`src/demo_pkg.sv`:
```
// Shared widths, bus types, device select and address map of the peripheral subsystem
`default_nettype none

package demo_pkg;

  localparam int DataWidth = 32;
  localparam int AddrWidth = 32;

  typedef logic [DataWidth-1:0]   data_t;
  typedef logic [AddrWidth-1:0]   addr_t;
  typedef logic [DataWidth/8-1:0] be_t;

  typedef enum logic [1:0] {
    DevGpio,
    DevTimer,
    DevPwm,
    DevNone
  } bus_device_e;

  // Each peripheral owns one 4 KiB window
  localparam int    RegOffW   = 12;
  localparam addr_t GpioBase  = 32'h8000_0000;
  localparam addr_t TimerBase = 32'h8000_2000;
  localparam addr_t PwmBase   = 32'h8000_3000;
  localparam addr_t DevMask   = ~((addr_t'(1) << RegOffW) - addr_t'(1));

  localparam logic [RegOffW-1:0] GpioOutOff = 12'h0;
  localparam logic [RegOffW-1:0] GpioInOff  = 12'h4;

  localparam logic [RegOffW-1:0] TimerLoOff = 12'h0;
  localparam logic [RegOffW-1:0] TimerHiOff = 12'h4;
  localparam logic [RegOffW-1:0] CmpLoOff   = 12'h8;
  localparam logic [RegOffW-1:0] CmpHiOff   = 12'hC;

  localparam logic [RegOffW-1:0] PwmWidthOff  = 12'h0;
  localparam logic [RegOffW-1:0] PwmPeriodOff = 12'h4;
  localparam int                 PwmStride    = 8; // Bytes per channel

  // Byte lane merge for partial writes
  function automatic data_t be_merge(data_t old_word, data_t wdata, be_t be);
    data_t merged;
    for (int i = 0; i < $bits(be_t); i++) begin
      merged[i*8 +: 8] = be[i] ? wdata[i*8 +: 8] : old_word[i*8 +: 8];
    end
    return merged;
  endfunction

endpackage

`default_nettype wire
```
`src/periph_bus_if.sv`:
```
// Register bus from the address decoder to a single peripheral
`timescale 1ns/10ps
`default_nettype none

interface periph_bus_if;

  logic                         req;
  logic                         we;
  demo_pkg::be_t                be;
  logic [demo_pkg::RegOffW-1:0] offset; // Byte offset inside the window
  demo_pkg::data_t              wdata;
  logic                         rvalid; // req delayed by one cycle
  demo_pkg::data_t              rdata;

  modport ctrl (
    output req, we, be, offset, wdata,
    input  rvalid, rdata
  );

  modport dev (
    input  req, we, be, offset, wdata,
    output rvalid, rdata
  );

endinterface

`default_nettype wire

```
`src/periph_subsys_top.sv`:
```
// Peripheral subsystem joining the host bus port, address decoder, GPIO, timer and PWM
`timescale 1ns/10ps
`default_nettype none

module periph_subsys_top #(
  parameter int GpiWidth   = 8,
  parameter int GpoWidth   = 16,
  parameter int PwmWidth   = 4,
  parameter int PwmCtrSize = 8
) (
  input  logic                clk_sys_i,
  input  logic                rst_sys_ni,

  // Host port
  input  logic                bus_req_i,
  input  logic                bus_we_i,
  input  demo_pkg::be_t       bus_be_i,
  input  demo_pkg::addr_t     bus_addr_i,
  input  demo_pkg::data_t     bus_wdata_i,
  output logic                bus_rvalid_o,
  output demo_pkg::data_t     bus_rdata_o,
  output logic                bus_err_o,

  input  logic [GpiWidth-1:0] gp_i,
  output logic [GpoWidth-1:0] gp_o,
  output logic [PwmWidth-1:0] pwm_o,
  output logic                timer_irq_o
);

  periph_bus_if gpio_bus ();
  periph_bus_if timer_bus ();
  periph_bus_if pwm_bus ();

  bus_decoder u_bus_decoder (
    .clk_sys_i    (clk_sys_i),
    .rst_sys_ni   (rst_sys_ni),
    .bus_req_i    (bus_req_i),
    .bus_we_i     (bus_we_i),
    .bus_be_i     (bus_be_i),
    .bus_addr_i   (bus_addr_i),
    .bus_wdata_i  (bus_wdata_i),
    .bus_rvalid_o (bus_rvalid_o),
    .bus_rdata_o  (bus_rdata_o),
    .bus_err_o    (bus_err_o),
    .gpio_o       (gpio_bus.ctrl),
    .timer_o      (timer_bus.ctrl),
    .pwm_o        (pwm_bus.ctrl)
  );

  gpio #(
    .GpiWidth (GpiWidth),
    .GpoWidth (GpoWidth)
  ) u_gpio (
    .clk_sys_i  (clk_sys_i),
    .rst_sys_ni (rst_sys_ni),
    .gp_i       (gp_i),
    .gp_o       (gp_o),
    .bus_i      (gpio_bus.dev)
  );

  timer u_timer (
    .clk_sys_i   (clk_sys_i),
    .rst_sys_ni  (rst_sys_ni),
    .timer_irq_o (timer_irq_o),
    .bus_i       (timer_bus.dev)
  );

  pwm #(
    .PwmWidth   (PwmWidth),
    .PwmCtrSize (PwmCtrSize)
  ) u_pwm (
    .clk_sys_i  (clk_sys_i),
    .rst_sys_ni (rst_sys_ni),
    .pwm_o      (pwm_o),
    .bus_i      (pwm_bus.dev)
  );

endmodule

`default_nettype wire

```
`src/pwm.sv`:
```
// Bank of PWM channels, each with width and period registers and a free-running counter
`timescale 1ns/10ps
`default_nettype none

module pwm #(
  parameter int PwmWidth   = 4,
  parameter int PwmCtrSize = 8
) (
  input  logic                clk_sys_i,
  input  logic                rst_sys_ni,

  output logic [PwmWidth-1:0] pwm_o,

  periph_bus_if.dev           bus_i
);

  localparam int StrideBits = $clog2(demo_pkg::PwmStride);

  logic [PwmCtrSize-1:0]          width_q  [PwmWidth];
  logic [PwmCtrSize-1:0]          period_q [PwmWidth];
  logic [PwmCtrSize-1:0]          ctr_q    [PwmWidth];
  logic [demo_pkg::RegOffW-1:0]   chan_idx;
  logic [demo_pkg::RegOffW-1:0]   reg_off;
  logic [PwmWidth-1:0]            width_wr;
  logic [PwmWidth-1:0]            period_wr;
  demo_pkg::data_t                rd_word;

  assign chan_idx = bus_i.offset >> StrideBits;
  assign reg_off  = bus_i.offset & demo_pkg::RegOffW'(demo_pkg::PwmStride - 1);

  // Channels past the last one match nothing here
  always_comb begin
    rd_word = '0;
    for (int c = 0; c < PwmWidth; c++) begin
      width_wr[c]  = bus_i.req && bus_i.we && chan_idx == c &&
                     reg_off == demo_pkg::PwmWidthOff;
      period_wr[c] = bus_i.req && bus_i.we && chan_idx == c &&
                     reg_off == demo_pkg::PwmPeriodOff;
      if (chan_idx == c && reg_off == demo_pkg::PwmWidthOff) begin
        rd_word = demo_pkg::data_t'(width_q[c]);
      end else if (chan_idx == c && reg_off == demo_pkg::PwmPeriodOff) begin
        rd_word = demo_pkg::data_t'(period_q[c]);
      end
      pwm_o[c] = ctr_q[c] < width_q[c];
    end
  end

  always_ff @(posedge clk_sys_i or negedge rst_sys_ni) begin
    if (!rst_sys_ni) begin
      for (int c = 0; c < PwmWidth; c++) begin
        width_q[c]  <= '0;
        period_q[c] <= '0;
        ctr_q[c]    <= '0;
      end
    end else begin
      for (int c = 0; c < PwmWidth; c++) begin
        if (width_wr[c]) begin
          width_q[c] <= PwmCtrSize'(demo_pkg::be_merge(demo_pkg::data_t'(width_q[c]),
                                                       bus_i.wdata, bus_i.be));
        end
        if (period_wr[c]) begin
          period_q[c] <= PwmCtrSize'(demo_pkg::be_merge(demo_pkg::data_t'(period_q[c]),
                                                        bus_i.wdata, bus_i.be));
        end
        ctr_q[c] <= (ctr_q[c] >= period_q[c]) ? '0 : ctr_q[c] + 1'b1; // Wrap at period
      end
    end
  end

  always_ff @(posedge clk_sys_i or negedge rst_sys_ni) begin
    if (!rst_sys_ni) begin
      bus_i.rvalid <= 1'b0;
    end else begin
      bus_i.rvalid <= bus_i.req;
    end
  end

  always_ff @(posedge clk_sys_i) begin
    bus_i.rdata <= (bus_i.req && !bus_i.we) ? rd_word : '0;
  end

  // A shrunk period may leave the counter above it for one cycle
  for (genvar c = 0; c < PwmWidth; c++) begin : g_ctr_chk
    assert property (@(posedge clk_sys_i) disable iff (!rst_sys_ni)
      !$past(period_wr[c]) |-> ctr_q[c] <= period_q[c]);
  end

endmodule

`default_nettype wire

```
`src/timer.sv`:
```
// Machine timer with 64-bit mtime, mtimecmp compare and a registered interrupt
`timescale 1ns/10ps
`default_nettype none

module timer (
  input  logic      clk_sys_i,
  input  logic      rst_sys_ni,

  output logic      timer_irq_o,

  periph_bus_if.dev bus_i
);

  logic [63:0]     mtime_q;
  logic [63:0]     mtimecmp_q;
  logic            wr_en;
  demo_pkg::data_t rd_word;

  assign wr_en = bus_i.req && bus_i.we;

  // A write to either half replaces this cycle's increment
  always_ff @(posedge clk_sys_i or negedge rst_sys_ni) begin
    if (!rst_sys_ni) begin
      mtime_q <= '0;
    end else if (wr_en && bus_i.offset == demo_pkg::TimerLoOff) begin
      mtime_q[31:0] <= demo_pkg::be_merge(mtime_q[31:0], bus_i.wdata, bus_i.be);
    end else if (wr_en && bus_i.offset == demo_pkg::TimerHiOff) begin
      mtime_q[63:32] <= demo_pkg::be_merge(mtime_q[63:32], bus_i.wdata, bus_i.be);
    end else begin
      mtime_q <= mtime_q + 64'd1;
    end
  end

  always_ff @(posedge clk_sys_i or negedge rst_sys_ni) begin
    if (!rst_sys_ni) begin
      mtimecmp_q <= '1; // Disarmed
    end else if (wr_en && bus_i.offset == demo_pkg::CmpLoOff) begin
      mtimecmp_q[31:0] <= demo_pkg::be_merge(mtimecmp_q[31:0], bus_i.wdata, bus_i.be);
    end else if (wr_en && bus_i.offset == demo_pkg::CmpHiOff) begin
      mtimecmp_q[63:32] <= demo_pkg::be_merge(mtimecmp_q[63:32], bus_i.wdata, bus_i.be);
    end
  end

  always_ff @(posedge clk_sys_i or negedge rst_sys_ni) begin
    if (!rst_sys_ni) begin
      timer_irq_o <= 1'b0;
    end else begin
      timer_irq_o <= (mtime_q >= mtimecmp_q);
    end
  end

  always_comb begin
    case (bus_i.offset)
      demo_pkg::TimerLoOff: rd_word = mtime_q[31:0];
      demo_pkg::TimerHiOff: rd_word = mtime_q[63:32];
      demo_pkg::CmpLoOff:   rd_word = mtimecmp_q[31:0];
      demo_pkg::CmpHiOff:   rd_word = mtimecmp_q[63:32];
      default:              rd_word = '0;
    endcase
  end

  always_ff @(posedge clk_sys_i or negedge rst_sys_ni) begin
    if (!rst_sys_ni) begin
      bus_i.rvalid <= 1'b0;
    end else begin
      bus_i.rvalid <= bus_i.req;
    end
  end

  always_ff @(posedge clk_sys_i) begin
    bus_i.rdata <= (bus_i.req && !bus_i.we) ? rd_word : '0;
  end

  // Compare held at all ones keeps the interrupt quiet on the next cycle
  assert property (@(posedge clk_sys_i) disable iff (!rst_sys_ni)
    (&mtimecmp_q) |=> !timer_irq_o);

endmodule

`default_nettype wire

```
`src/gpio.sv`:
```
// GPIO block with a byte-writable output register and synchronized inputs
`timescale 1ns/10ps
`default_nettype none

module gpio #(
  parameter int GpiWidth = 8,
  parameter int GpoWidth = 16
) (
  input  logic                clk_sys_i,
  input  logic                rst_sys_ni,

  input  logic [GpiWidth-1:0] gp_i,
  output logic [GpoWidth-1:0] gp_o,

  periph_bus_if.dev           bus_i
);

  logic [GpiWidth-1:0] gpi_meta_q;
  logic [GpiWidth-1:0] gpi_sync_q;
  demo_pkg::data_t     rd_word;

  always_ff @(posedge clk_sys_i or negedge rst_sys_ni) begin
    if (!rst_sys_ni) begin
      gpi_meta_q <= '0;
      gpi_sync_q <= '0;
    end else begin
      gpi_meta_q <= gp_i;
      gpi_sync_q <= gpi_meta_q;
    end
  end

  always_ff @(posedge clk_sys_i or negedge rst_sys_ni) begin
    if (!rst_sys_ni) begin
      gp_o <= '0;
    end else if (bus_i.req && bus_i.we && bus_i.offset == demo_pkg::GpioOutOff) begin
      gp_o <= GpoWidth'(demo_pkg::be_merge(demo_pkg::data_t'(gp_o), bus_i.wdata, bus_i.be));
    end
  end

  always_comb begin
    case (bus_i.offset)
      demo_pkg::GpioOutOff: rd_word = demo_pkg::data_t'(gp_o);
      demo_pkg::GpioInOff:  rd_word = demo_pkg::data_t'(gpi_sync_q);
      default:              rd_word = '0;
    endcase
  end

  always_ff @(posedge clk_sys_i or negedge rst_sys_ni) begin
    if (!rst_sys_ni) begin
      bus_i.rvalid <= 1'b0;
    end else begin
      bus_i.rvalid <= bus_i.req;
    end
  end

  always_ff @(posedge clk_sys_i) begin
    bus_i.rdata <= (bus_i.req && !bus_i.we) ? rd_word : '0; // Writes return zero
  end

  // Idle bus cycles carry no read data
  assert property (@(posedge clk_sys_i) disable iff (!rst_sys_ni)
    !bus_i.rvalid |-> bus_i.rdata == '0);

endmodule

`default_nettype wire

```
`src/bus_decoder.sv`:
```
// Address decoder steering host requests to GPIO, timer or PWM and muxing their responses
`timescale 1ns/10ps
`default_nettype none

module bus_decoder (
  input  logic                  clk_sys_i,
  input  logic                  rst_sys_ni,

  input  logic                  bus_req_i,
  input  logic                  bus_we_i,
  input  demo_pkg::be_t         bus_be_i,
  input  demo_pkg::addr_t       bus_addr_i,
  input  demo_pkg::data_t       bus_wdata_i,
  output logic                  bus_rvalid_o,
  output demo_pkg::data_t       bus_rdata_o,
  output logic                  bus_err_o,

  periph_bus_if.ctrl            gpio_o,
  periph_bus_if.ctrl            timer_o,
  periph_bus_if.ctrl            pwm_o
);

  demo_pkg::bus_device_e dev_sel;
  demo_pkg::bus_device_e dev_q; // Device of the request now responding
  logic                  err_q;

  always_comb begin
    if ((bus_addr_i & demo_pkg::DevMask) == demo_pkg::GpioBase) begin
      dev_sel = demo_pkg::DevGpio;
    end else if ((bus_addr_i & demo_pkg::DevMask) == demo_pkg::TimerBase) begin
      dev_sel = demo_pkg::DevTimer;
    end else if ((bus_addr_i & demo_pkg::DevMask) == demo_pkg::PwmBase) begin
      dev_sel = demo_pkg::DevPwm;
    end else begin
      dev_sel = demo_pkg::DevNone;
    end
  end

  // Request fields go to every peripheral and only req is steered
  assign gpio_o.req    = bus_req_i && (dev_sel == demo_pkg::DevGpio);
  assign gpio_o.we     = bus_we_i;
  assign gpio_o.be     = bus_be_i;
  assign gpio_o.offset = bus_addr_i[demo_pkg::RegOffW-1:0];
  assign gpio_o.wdata  = bus_wdata_i;

  assign timer_o.req    = bus_req_i && (dev_sel == demo_pkg::DevTimer);
  assign timer_o.we     = bus_we_i;
  assign timer_o.be     = bus_be_i;
  assign timer_o.offset = bus_addr_i[demo_pkg::RegOffW-1:0];
  assign timer_o.wdata  = bus_wdata_i;

  assign pwm_o.req    = bus_req_i && (dev_sel == demo_pkg::DevPwm);
  assign pwm_o.we     = bus_we_i;
  assign pwm_o.be     = bus_be_i;
  assign pwm_o.offset = bus_addr_i[demo_pkg::RegOffW-1:0];
  assign pwm_o.wdata  = bus_wdata_i;

  always_ff @(posedge clk_sys_i or negedge rst_sys_ni) begin
    if (!rst_sys_ni) begin
      dev_q <= demo_pkg::DevNone;
      err_q <= 1'b0;
    end else begin
      dev_q <= bus_req_i ? dev_sel : demo_pkg::DevNone;
      err_q <= bus_req_i && (dev_sel == demo_pkg::DevNone); // Unmapped access
    end
  end

  always_comb begin
    bus_rvalid_o = err_q;
    bus_rdata_o  = '0;
    case (dev_q)
      demo_pkg::DevGpio: begin
        bus_rvalid_o = gpio_o.rvalid;
        bus_rdata_o  = gpio_o.rdata;
      end
      demo_pkg::DevTimer: begin
        bus_rvalid_o = timer_o.rvalid;
        bus_rdata_o  = timer_o.rdata;
      end
      demo_pkg::DevPwm: begin
        bus_rvalid_o = pwm_o.rvalid;
        bus_rdata_o  = pwm_o.rdata;
      end
      default: ;
    endcase
  end

  assign bus_err_o = err_q;

  // At most one source answers in any cycle
  assert property (@(posedge clk_sys_i) disable iff (!rst_sys_ni)
    $onehot0({gpio_o.rvalid, timer_o.rvalid, pwm_o.rvalid, err_q}));

endmodule

`default_nettype wire

```
`config.mk`:
```
export PLATFORM = sky130hd
export DESIGN_NAME = periph_subsys_top
export DESIGN_NICKNAME = d
export VERILOG_FILES = /design/src/demo_pkg.sv /design/src/periph_bus_if.sv /design/src/periph_subsys_top.sv /design/src/pwm.sv /design/src/timer.sv /design/src/gpio.sv /design/src/bus_decoder.sv
export SDC_FILE = /design/constraint.sdc
export NUM_CORES = 1
export LEC_CHECK = 0
export BUFFER_PORTS_ARGS = -buffer_cell sky130_fd_sc_hd__buf_2
export CORE_MARGIN = 5
export CORE_UTILIZATION = 55
export DETAILED_ROUTE_END_ITERATION = 10
export PLACE_DENSITY_LB_ADDON = 0.2
export SYNTH_ARGS = -nofsm -noshare
export SYNTH_HDL_FRONTEND = slang
export SYNTH_SLANG_ARGS = --single-unit
```
`constraint.sdc`:
```
create_clock -name clk_sys_i -period 3.96 [get_ports clk_sys_i]
set_clock_uncertainty 0.2 [all_clocks]
set_input_delay 0.792 -clock clk_sys_i [delete_from_list [all_inputs] [get_ports clk_sys_i]]
set_output_delay 0.792 -clock clk_sys_i [all_outputs]
set_load 0.01 [all_outputs]
```
# Word level (Yosys, flattened, before mapping)
# Index checks and enable logic that the tools add are counted.
[word_totals]
rom_bits = 0
latchBits = 0
n_memories = 0
out_inout_bits = 55
word_cells = 178
register_bits = 359
inputBits = 80
ram_bits = 0
[classes]
n_reduce_logical = 68
shifts = 0
n_mux = 27
addsub = 5
order_cmp = 9
bitwise = 3
n_eq_ne = 24
n_mul = 0
n_div = 0
[ops]
columns = ["operator", "count"]
rows = [
  ["$mux W8", 16],
  ["$pmux W32 S4", 1],
  ["$mux W32", 3],
  ["$pmux W32 S3", 1],
  ["$add A64 B1 Y64 const B", 1],
  ["$ge A64 B64 Y1", 1],
  ["$eq A20 B20 Y1 const B", 3],
  ["$reduce_and A2 Y1", 22],
  ["$logic_not A12 Y1", 3],
  ["$logic_and A1 B1 Y1", 35],
  ["$add A8 B1 Y8 const B", 4],
  ["$ge A8 B8 Y1", 4],
  ["$lt A8 B8 Y1", 4],
  ["$pmux W16 S2", 1],
  ["$eq A12 B4 Y1 const B", 2],
  ["$eq A9 B2 Y1 const B", 2],
  ["$ne A2 B2 Y1 const B", 8],
  ["$eq A12 B3 Y1 const B", 1],
  ["$reduce_and A3 Y1", 4],
  ["$eq A9 B1 Y1 const B", 1],
  ["$reduce_or A8 Y1", 1],
  ["$eq A2 B2 Y1 const B", 3],
  ["$mux W2", 3],
  ["$eq A2 B1 Y1 const B", 2],
  ["other kinds (7)", 10],
]

# Depth between registers and ports, before layout
[logic_depth]
ltp_word = 10
ltp_mapped = 10

# Modules after synthesis
# From an unflattened synthesis, not the netlist that was laid out.
[hier_totals]
hier_cells = 2132
area_unflattened_um2 = 19892.8
[by_module_without_submodules]
columns = ["module", "n_inst", "cells_each", "seq_area_each_um2", "area_per_inst_um2"]
rows = [
  ["timer", 1, 1069, 3973.8, 9914.5],
  ["pwm", 1, 665, 2587.5, 6218.5],
  ["bus_decoder", 1, 278, 77.6, 2005.7],
  ["gpio", 1, 120, 1146.1, 1754.2],
]

# Worst setup path after synthesis
# Ideal clock, no wire load.
[synth_path]
path_type = "input-to-reg"
from = "input port bus_addr_i[28]"
to = "register u_pwm.period_q[0] (netlist bit)"
path_stages = 8
path_slack_ns = 0.683
setup_ns = 0.125
arrival_ns = 2.951
path_cell_list = "nor4b_1 nand2_1 or4_4 inv_2 nand3_4 or3_1 buf_4 mux2_4"
[synth_between]
elab_chain_len = 10
[synth_rtl]
columns = ["element", "line_no", "rtl"]
rows = [
  ["start, declared", "periph_subsys_top.sv:18", "input demo_pkg::addr_t bus_addr_i,"],
  ["$eq A20 B20 Y1", "bus_decoder.sv:32", "end else if ((bus_addr_i & demo_pkg::DevMask) == demo_pkg::PwmBase) begin"],
  ["$mux W1", "bus_decoder.sv:32", ""],
  ["$mux W2", "bus_decoder.sv:30", "end else if ((bus_addr_i & demo_pkg::DevMask) == demo_pkg::TimerBase) begin"],
  ["$mux W2 *", "bus_decoder.sv:28", "if ((bus_addr_i & demo_pkg::DevMask) == demo_pkg::GpioBase) begin"],
  ["$eq A2 B2 Y1 *", "bus_decoder.sv:52", "assign pwm_o.req = bus_req_i && (dev_sel == demo_pkg::DevPwm);"],
  ["$logic_and A1 B1 Y1 *", "bus_decoder.sv:52", ""],
  ["via pwm_bus.req", "periph_bus_if.sv:7", "logic req;"],
  ["$logic_and A1 B1 Y1 * (3 in series)", "pwm.sv:37", "period_wr[c] = bus_i.req && bus_i.we && chan_idx == c &&"],
  ["$reduce_and A2 Y1 (no line) *", "-", ""],
  ["end signal, assigned by index", "pwm.sv:62", "period_q[c] <= PwmCtrSize'(demo_pkg::be_merge(demo_pkg::data_t'(period_q[c]),"],
  ["end, declared", "pwm.sv:20", "logic [PwmCtrSize-1:0] period_q [PwmWidth];"],
]
# The timed path passes the listed nets; every way through them passes the cells marked *.
# A chain may end at the register's enable or synchronous reset.

# Worst setup path after layout
[layout_path]
from = "register u_pwm.ctr_q[9] (netlist bit)"
to = "output port pwm_o[2]"
[layout_between]
elab_chain_len = 1
[layout_rtl]
columns = ["element", "line_no", "rtl"]
rows = [
  ["start, declared", "pwm.sv:21", "logic [PwmCtrSize-1:0] ctr_q [PwmWidth];"],
  ["start signal, assigned by index", "pwm.sv:65", "ctr_q[c] <= (ctr_q[c] >= period_q[c]) ? '0 : ctr_q[c] + 1'b1;"],
  ["$lt A8 B8 Y1", "pwm.sv:44", "pwm_o[c] = ctr_q[c] < width_q[c];"],
  ["end, declared", "periph_subsys_top.sv:26", "output logic [PwmWidth-1:0] pwm_o,"],
]
# No other way between the ends.

==> metrics.md <==
| Metric | Value |
|---|---|
| Final Setup Violations | `0` |
| Initial Util | `0.557` |
| Share of the synthesized area in the top cell type | `0.272` |
| Post-synth EDFFs | `0` |
| Routed vias | `15.7k` |
| Wire length per cell | `22.4 um` |
| Post-synth top flop | `dfrtp_1` |
| YS warnings | `0` |
| Flops & latches, synth | `319` |
| CP Class | `reg2out` |
| Hold_buf cts | `1` |
| Asr flop ratio synth | `0.824` |
| Met1 WL | `22.9 mm` |
| Layout area overhead | `14.9%` |
| Most frequent cells in the layout | `197 x dfrtp_1, 143 x inv_1, 133 x buf_2` |
| Slew at the pin closest to its max-slew limit | `874 ps` |
| Final min period | `3410 ps` |
| Fmax | `293 MHz` |
| Max-capacitance violation count | `0` |
| Crit start category | `register` |
| Outcome | `complete, no violations` |
| VDD IR max | `0.373 mV` |
| Htree depth | `2` |
| Clock Latency Late Sink | `540 ps` |
| Post-Place Cell Area | `19600 um2` |
| Final-report hold violation count | `0` |
| Fin util | `0.641` |
| Post-DP HPWL | `39.7 mm` |
| CTS clk-pin slew, worst paths | `60 ps` |
| Core Area | `32500 um2` |
| WL met3 | `4.38 mm` |
| Pwr/cell area | `337 nW/um2` |
| Pleak | `8.97 nW` |
| Mapped cell area | `18100 um2` |
| Initial antenna violation count | `3` |
| Max Slew Vio Count | `0` |
| CP max stage cell | `dfrtp_1` |
| Routed vias/inst | `6.37` |
| Post-Syn Instances | `1857` |
| CTS tree | `done` |
| Required @ worst endpoint | `2970 ps` |
| Final period util | `0.862` |
| Number of cell rows | `66` |
| Unique masters post-synth | `75` |
| GRT overflow | `0` |
| WL final | `55.4 mm` |
| IO Port Bufs | `134` |
| Sequential area share after synthesis | `0.429` |
| Synthesized net count | `2066` |
| Post-route cell area | `20800 um2` |
| Antenna viol nets, final | `0` |
| Crit-path most repeated cell | `a21o_1` |
| Setup crit end kind | `primary output` |
| Clock Sinks | `319` |
| Total CTS buffers | `37` |
| # Post-CTS Setup Buffers | `0` |
| Mapped Avg Cell Area | `9.77 um2` |
| Max-slew headroom | `0.412` |
| Most common cell after layout, fill and taps aside | `dfrtp_1` |
| Die area | `36700 um2` |
| Antenna Cells | `0` |
| Setup tns final | `0 ps` |
| Ranking of synthesized cells by area | `dfrtp_1 27%, dfstp_2 9.6%, ha_1 8.9%, mux2_2 7.6%, dfxtp_1 6.2%` |
| Total track usage | `0.302` |
| Iteration count of the initial detailed-routing pass | `10` |
| Vias in the first global route | `15.4k` |
| Longest Clk Path Bufs | `3` |
| Overall Power | `7.03 mW` |
| Met2 routed WL | `26.1 mm` |
| Resized Gates After CTS | `0` |
| GP Congestion | `0.940` |
| Biggest area consumer among synthesized cells | `dfrtp_1` |
| DR top layer | `met5` |
| RSZ-0062 raised after global routing | `no` |
| Worst hold-check path type | `reg2reg` |
| Ports | `135` |
| Die width | `192 um` |
| DRC | `0` |
| Clk root buf | `clkbuf_16` |
| Post-Layout Cell Count | `2472` |
| Largest net degree at the start of global routing | `70` |
| FF-to-FF setup slack | `880 ps` |
| DRT iter0 DRCs | `2065` |
| # nets final | `2210` |
| CP Max Fanout | `6` |
| Pre-CTS setup slack | `253 ps` |
| Worst Hold Margin | `147 ps` |
| Share of cells above drive strength 1 | `0.237` |
| Worst path max stage delay | `460 ps` |
| CP Data Arrival Time | `2420 ps` |
| Die height | `192 um` |
| CP cell instances | `ha_1 -> a21o_1 -> a21o_1 -> a211oi_1 -> o21bai_1 -> a31oi_1 -> buf_2` |
| First-pass GRT wire length | `87.5 mm` |
| Setup slack after layout | `547 ps` |
| DP Cell Count | `2403` |
synthesized netlist by cell type (5+ instances only):
cell type  count
dfrtp_1      197
inv_1        143
ha_1         129
mux2_2       123
a21oi_1      120
nand2_1      116
nor2_1       106
o21ai_0       82
nand3_1       81
clkbuf_1      69
dfstp_2       66
dfxtp_1       56
nor3_1        45
a211oi_1      35
a222oi_1      33
a22oi_1       33
nand4_1       31
o22ai_1       31
and2_1        29
nor4_1        26
and3_1        25
a21o_1        23
mux2i_1       23
xor2_1        20
nand2b_1      16
a31oi_1       14
buf_2         12
and4_1        11
o211ai_1      11
or3_1         11
a311oi_1       8
buf_1          8
mux2_4         8
o21a_1         8
nor4_4         6
o21bai_1       6
or4_1          6
a211o_1        5
a22o_1         5
o211a_1        5
o31ai_1        5
o32ai_1        5
worst max-delay path: cells and delay by family, from the launching register on:
kind | cells | cell delay (ps)
flops | 1 | 460
buf+inv | 1 | 170
fa+ha+maj | 1 | 320
compound gates | 5 | 920
worst paths after layout:
path,start,endpoint,cells after the start
max,u_pwm.ctr_q[9]$_DFF_PN0_,pwm_o[2],7
min in group asynchronous,rst_sys_ni,u_timer.mtime_q[20]$_DFFE_PN0P_,2
min reg2reg,u_gpio.gpi_meta_q[0]$_DFF_PN0_,u_gpio.gpi_sync_q[0]$_DFF_PN0_,0
max in group asynchronous,rst_sys_ni,u_timer.mtimecmp_q[63]$_DFFE_PN1P_,3
max reg2reg,u_timer.mtime_q[32]$_DFFE_PN0P_,u_timer.mtime_q[52]$_DFFE_PN0P_,6
min,u_gpio.gpi_meta_q[0]$_DFF_PN0_,u_gpio.gpi_sync_q[0]$_DFF_PN0_,0
metal layers:
metal / vias up / GRT usage
met2: 736 / 0.488
met3: 145 / 0.0469
met4: 6 / 0.104
met1: 7705 / 0.417
li1: 7155 / -
met5: - / 0
flip-flops by register name, indices dropped and copies added (netlist names):
name and count:
u_bus_decoder.bus_err_o 1, u_bus_decoder.dev_q 2, u_gpio.bus_i.rdata 16, u_gpio.bus_i.rvalid 1, u_gpio.gp_o 16, u_gpio.gpi_meta_q 8
u_gpio.gpi_sync_q 8, u_pwm.bus_i.rdata 8, u_pwm.bus_i.rvalid 1, u_pwm.ctr_q 32, u_pwm.period_q 32, u_pwm.width_q 32
u_timer.bus_i.rdata 32, u_timer.bus_i.rvalid 1, u_timer.mtime_q 64, u_timer.mtimecmp_q 64, u_timer.timer_irq_o 1
logic make-up (layout without fill, tap and decap cells):
logic type      count (synthesis)  count (layout)  synth area share
compound gates                461             461             0.168
xor+xnor                       24              24            0.0116
fa+ha+maj                     129             129            0.0890
buf+inv                       235             408            0.0497
flops                         319             319             0.429
mux                           156             156            0.0975
simple gates                  533             533             0.155
power by group:
part           internal (mW)  switching [mW]
sequential              3.26         0.00359
clock                   2.15            1.41
combinational         0.0521           0.161
total                   5.46            1.57
area by class of cell:
class,instances,area (um2)
fillers,2783,11700
clock inverters,14,176
flip-flops and latches,319,7780
well taps,442,553
repair buffers,195,1200
clock buffers,54,1100
multi-input cells,1303,9480
inverters,145,544
No activity file was read; power rests on OpenSTA's default activity.
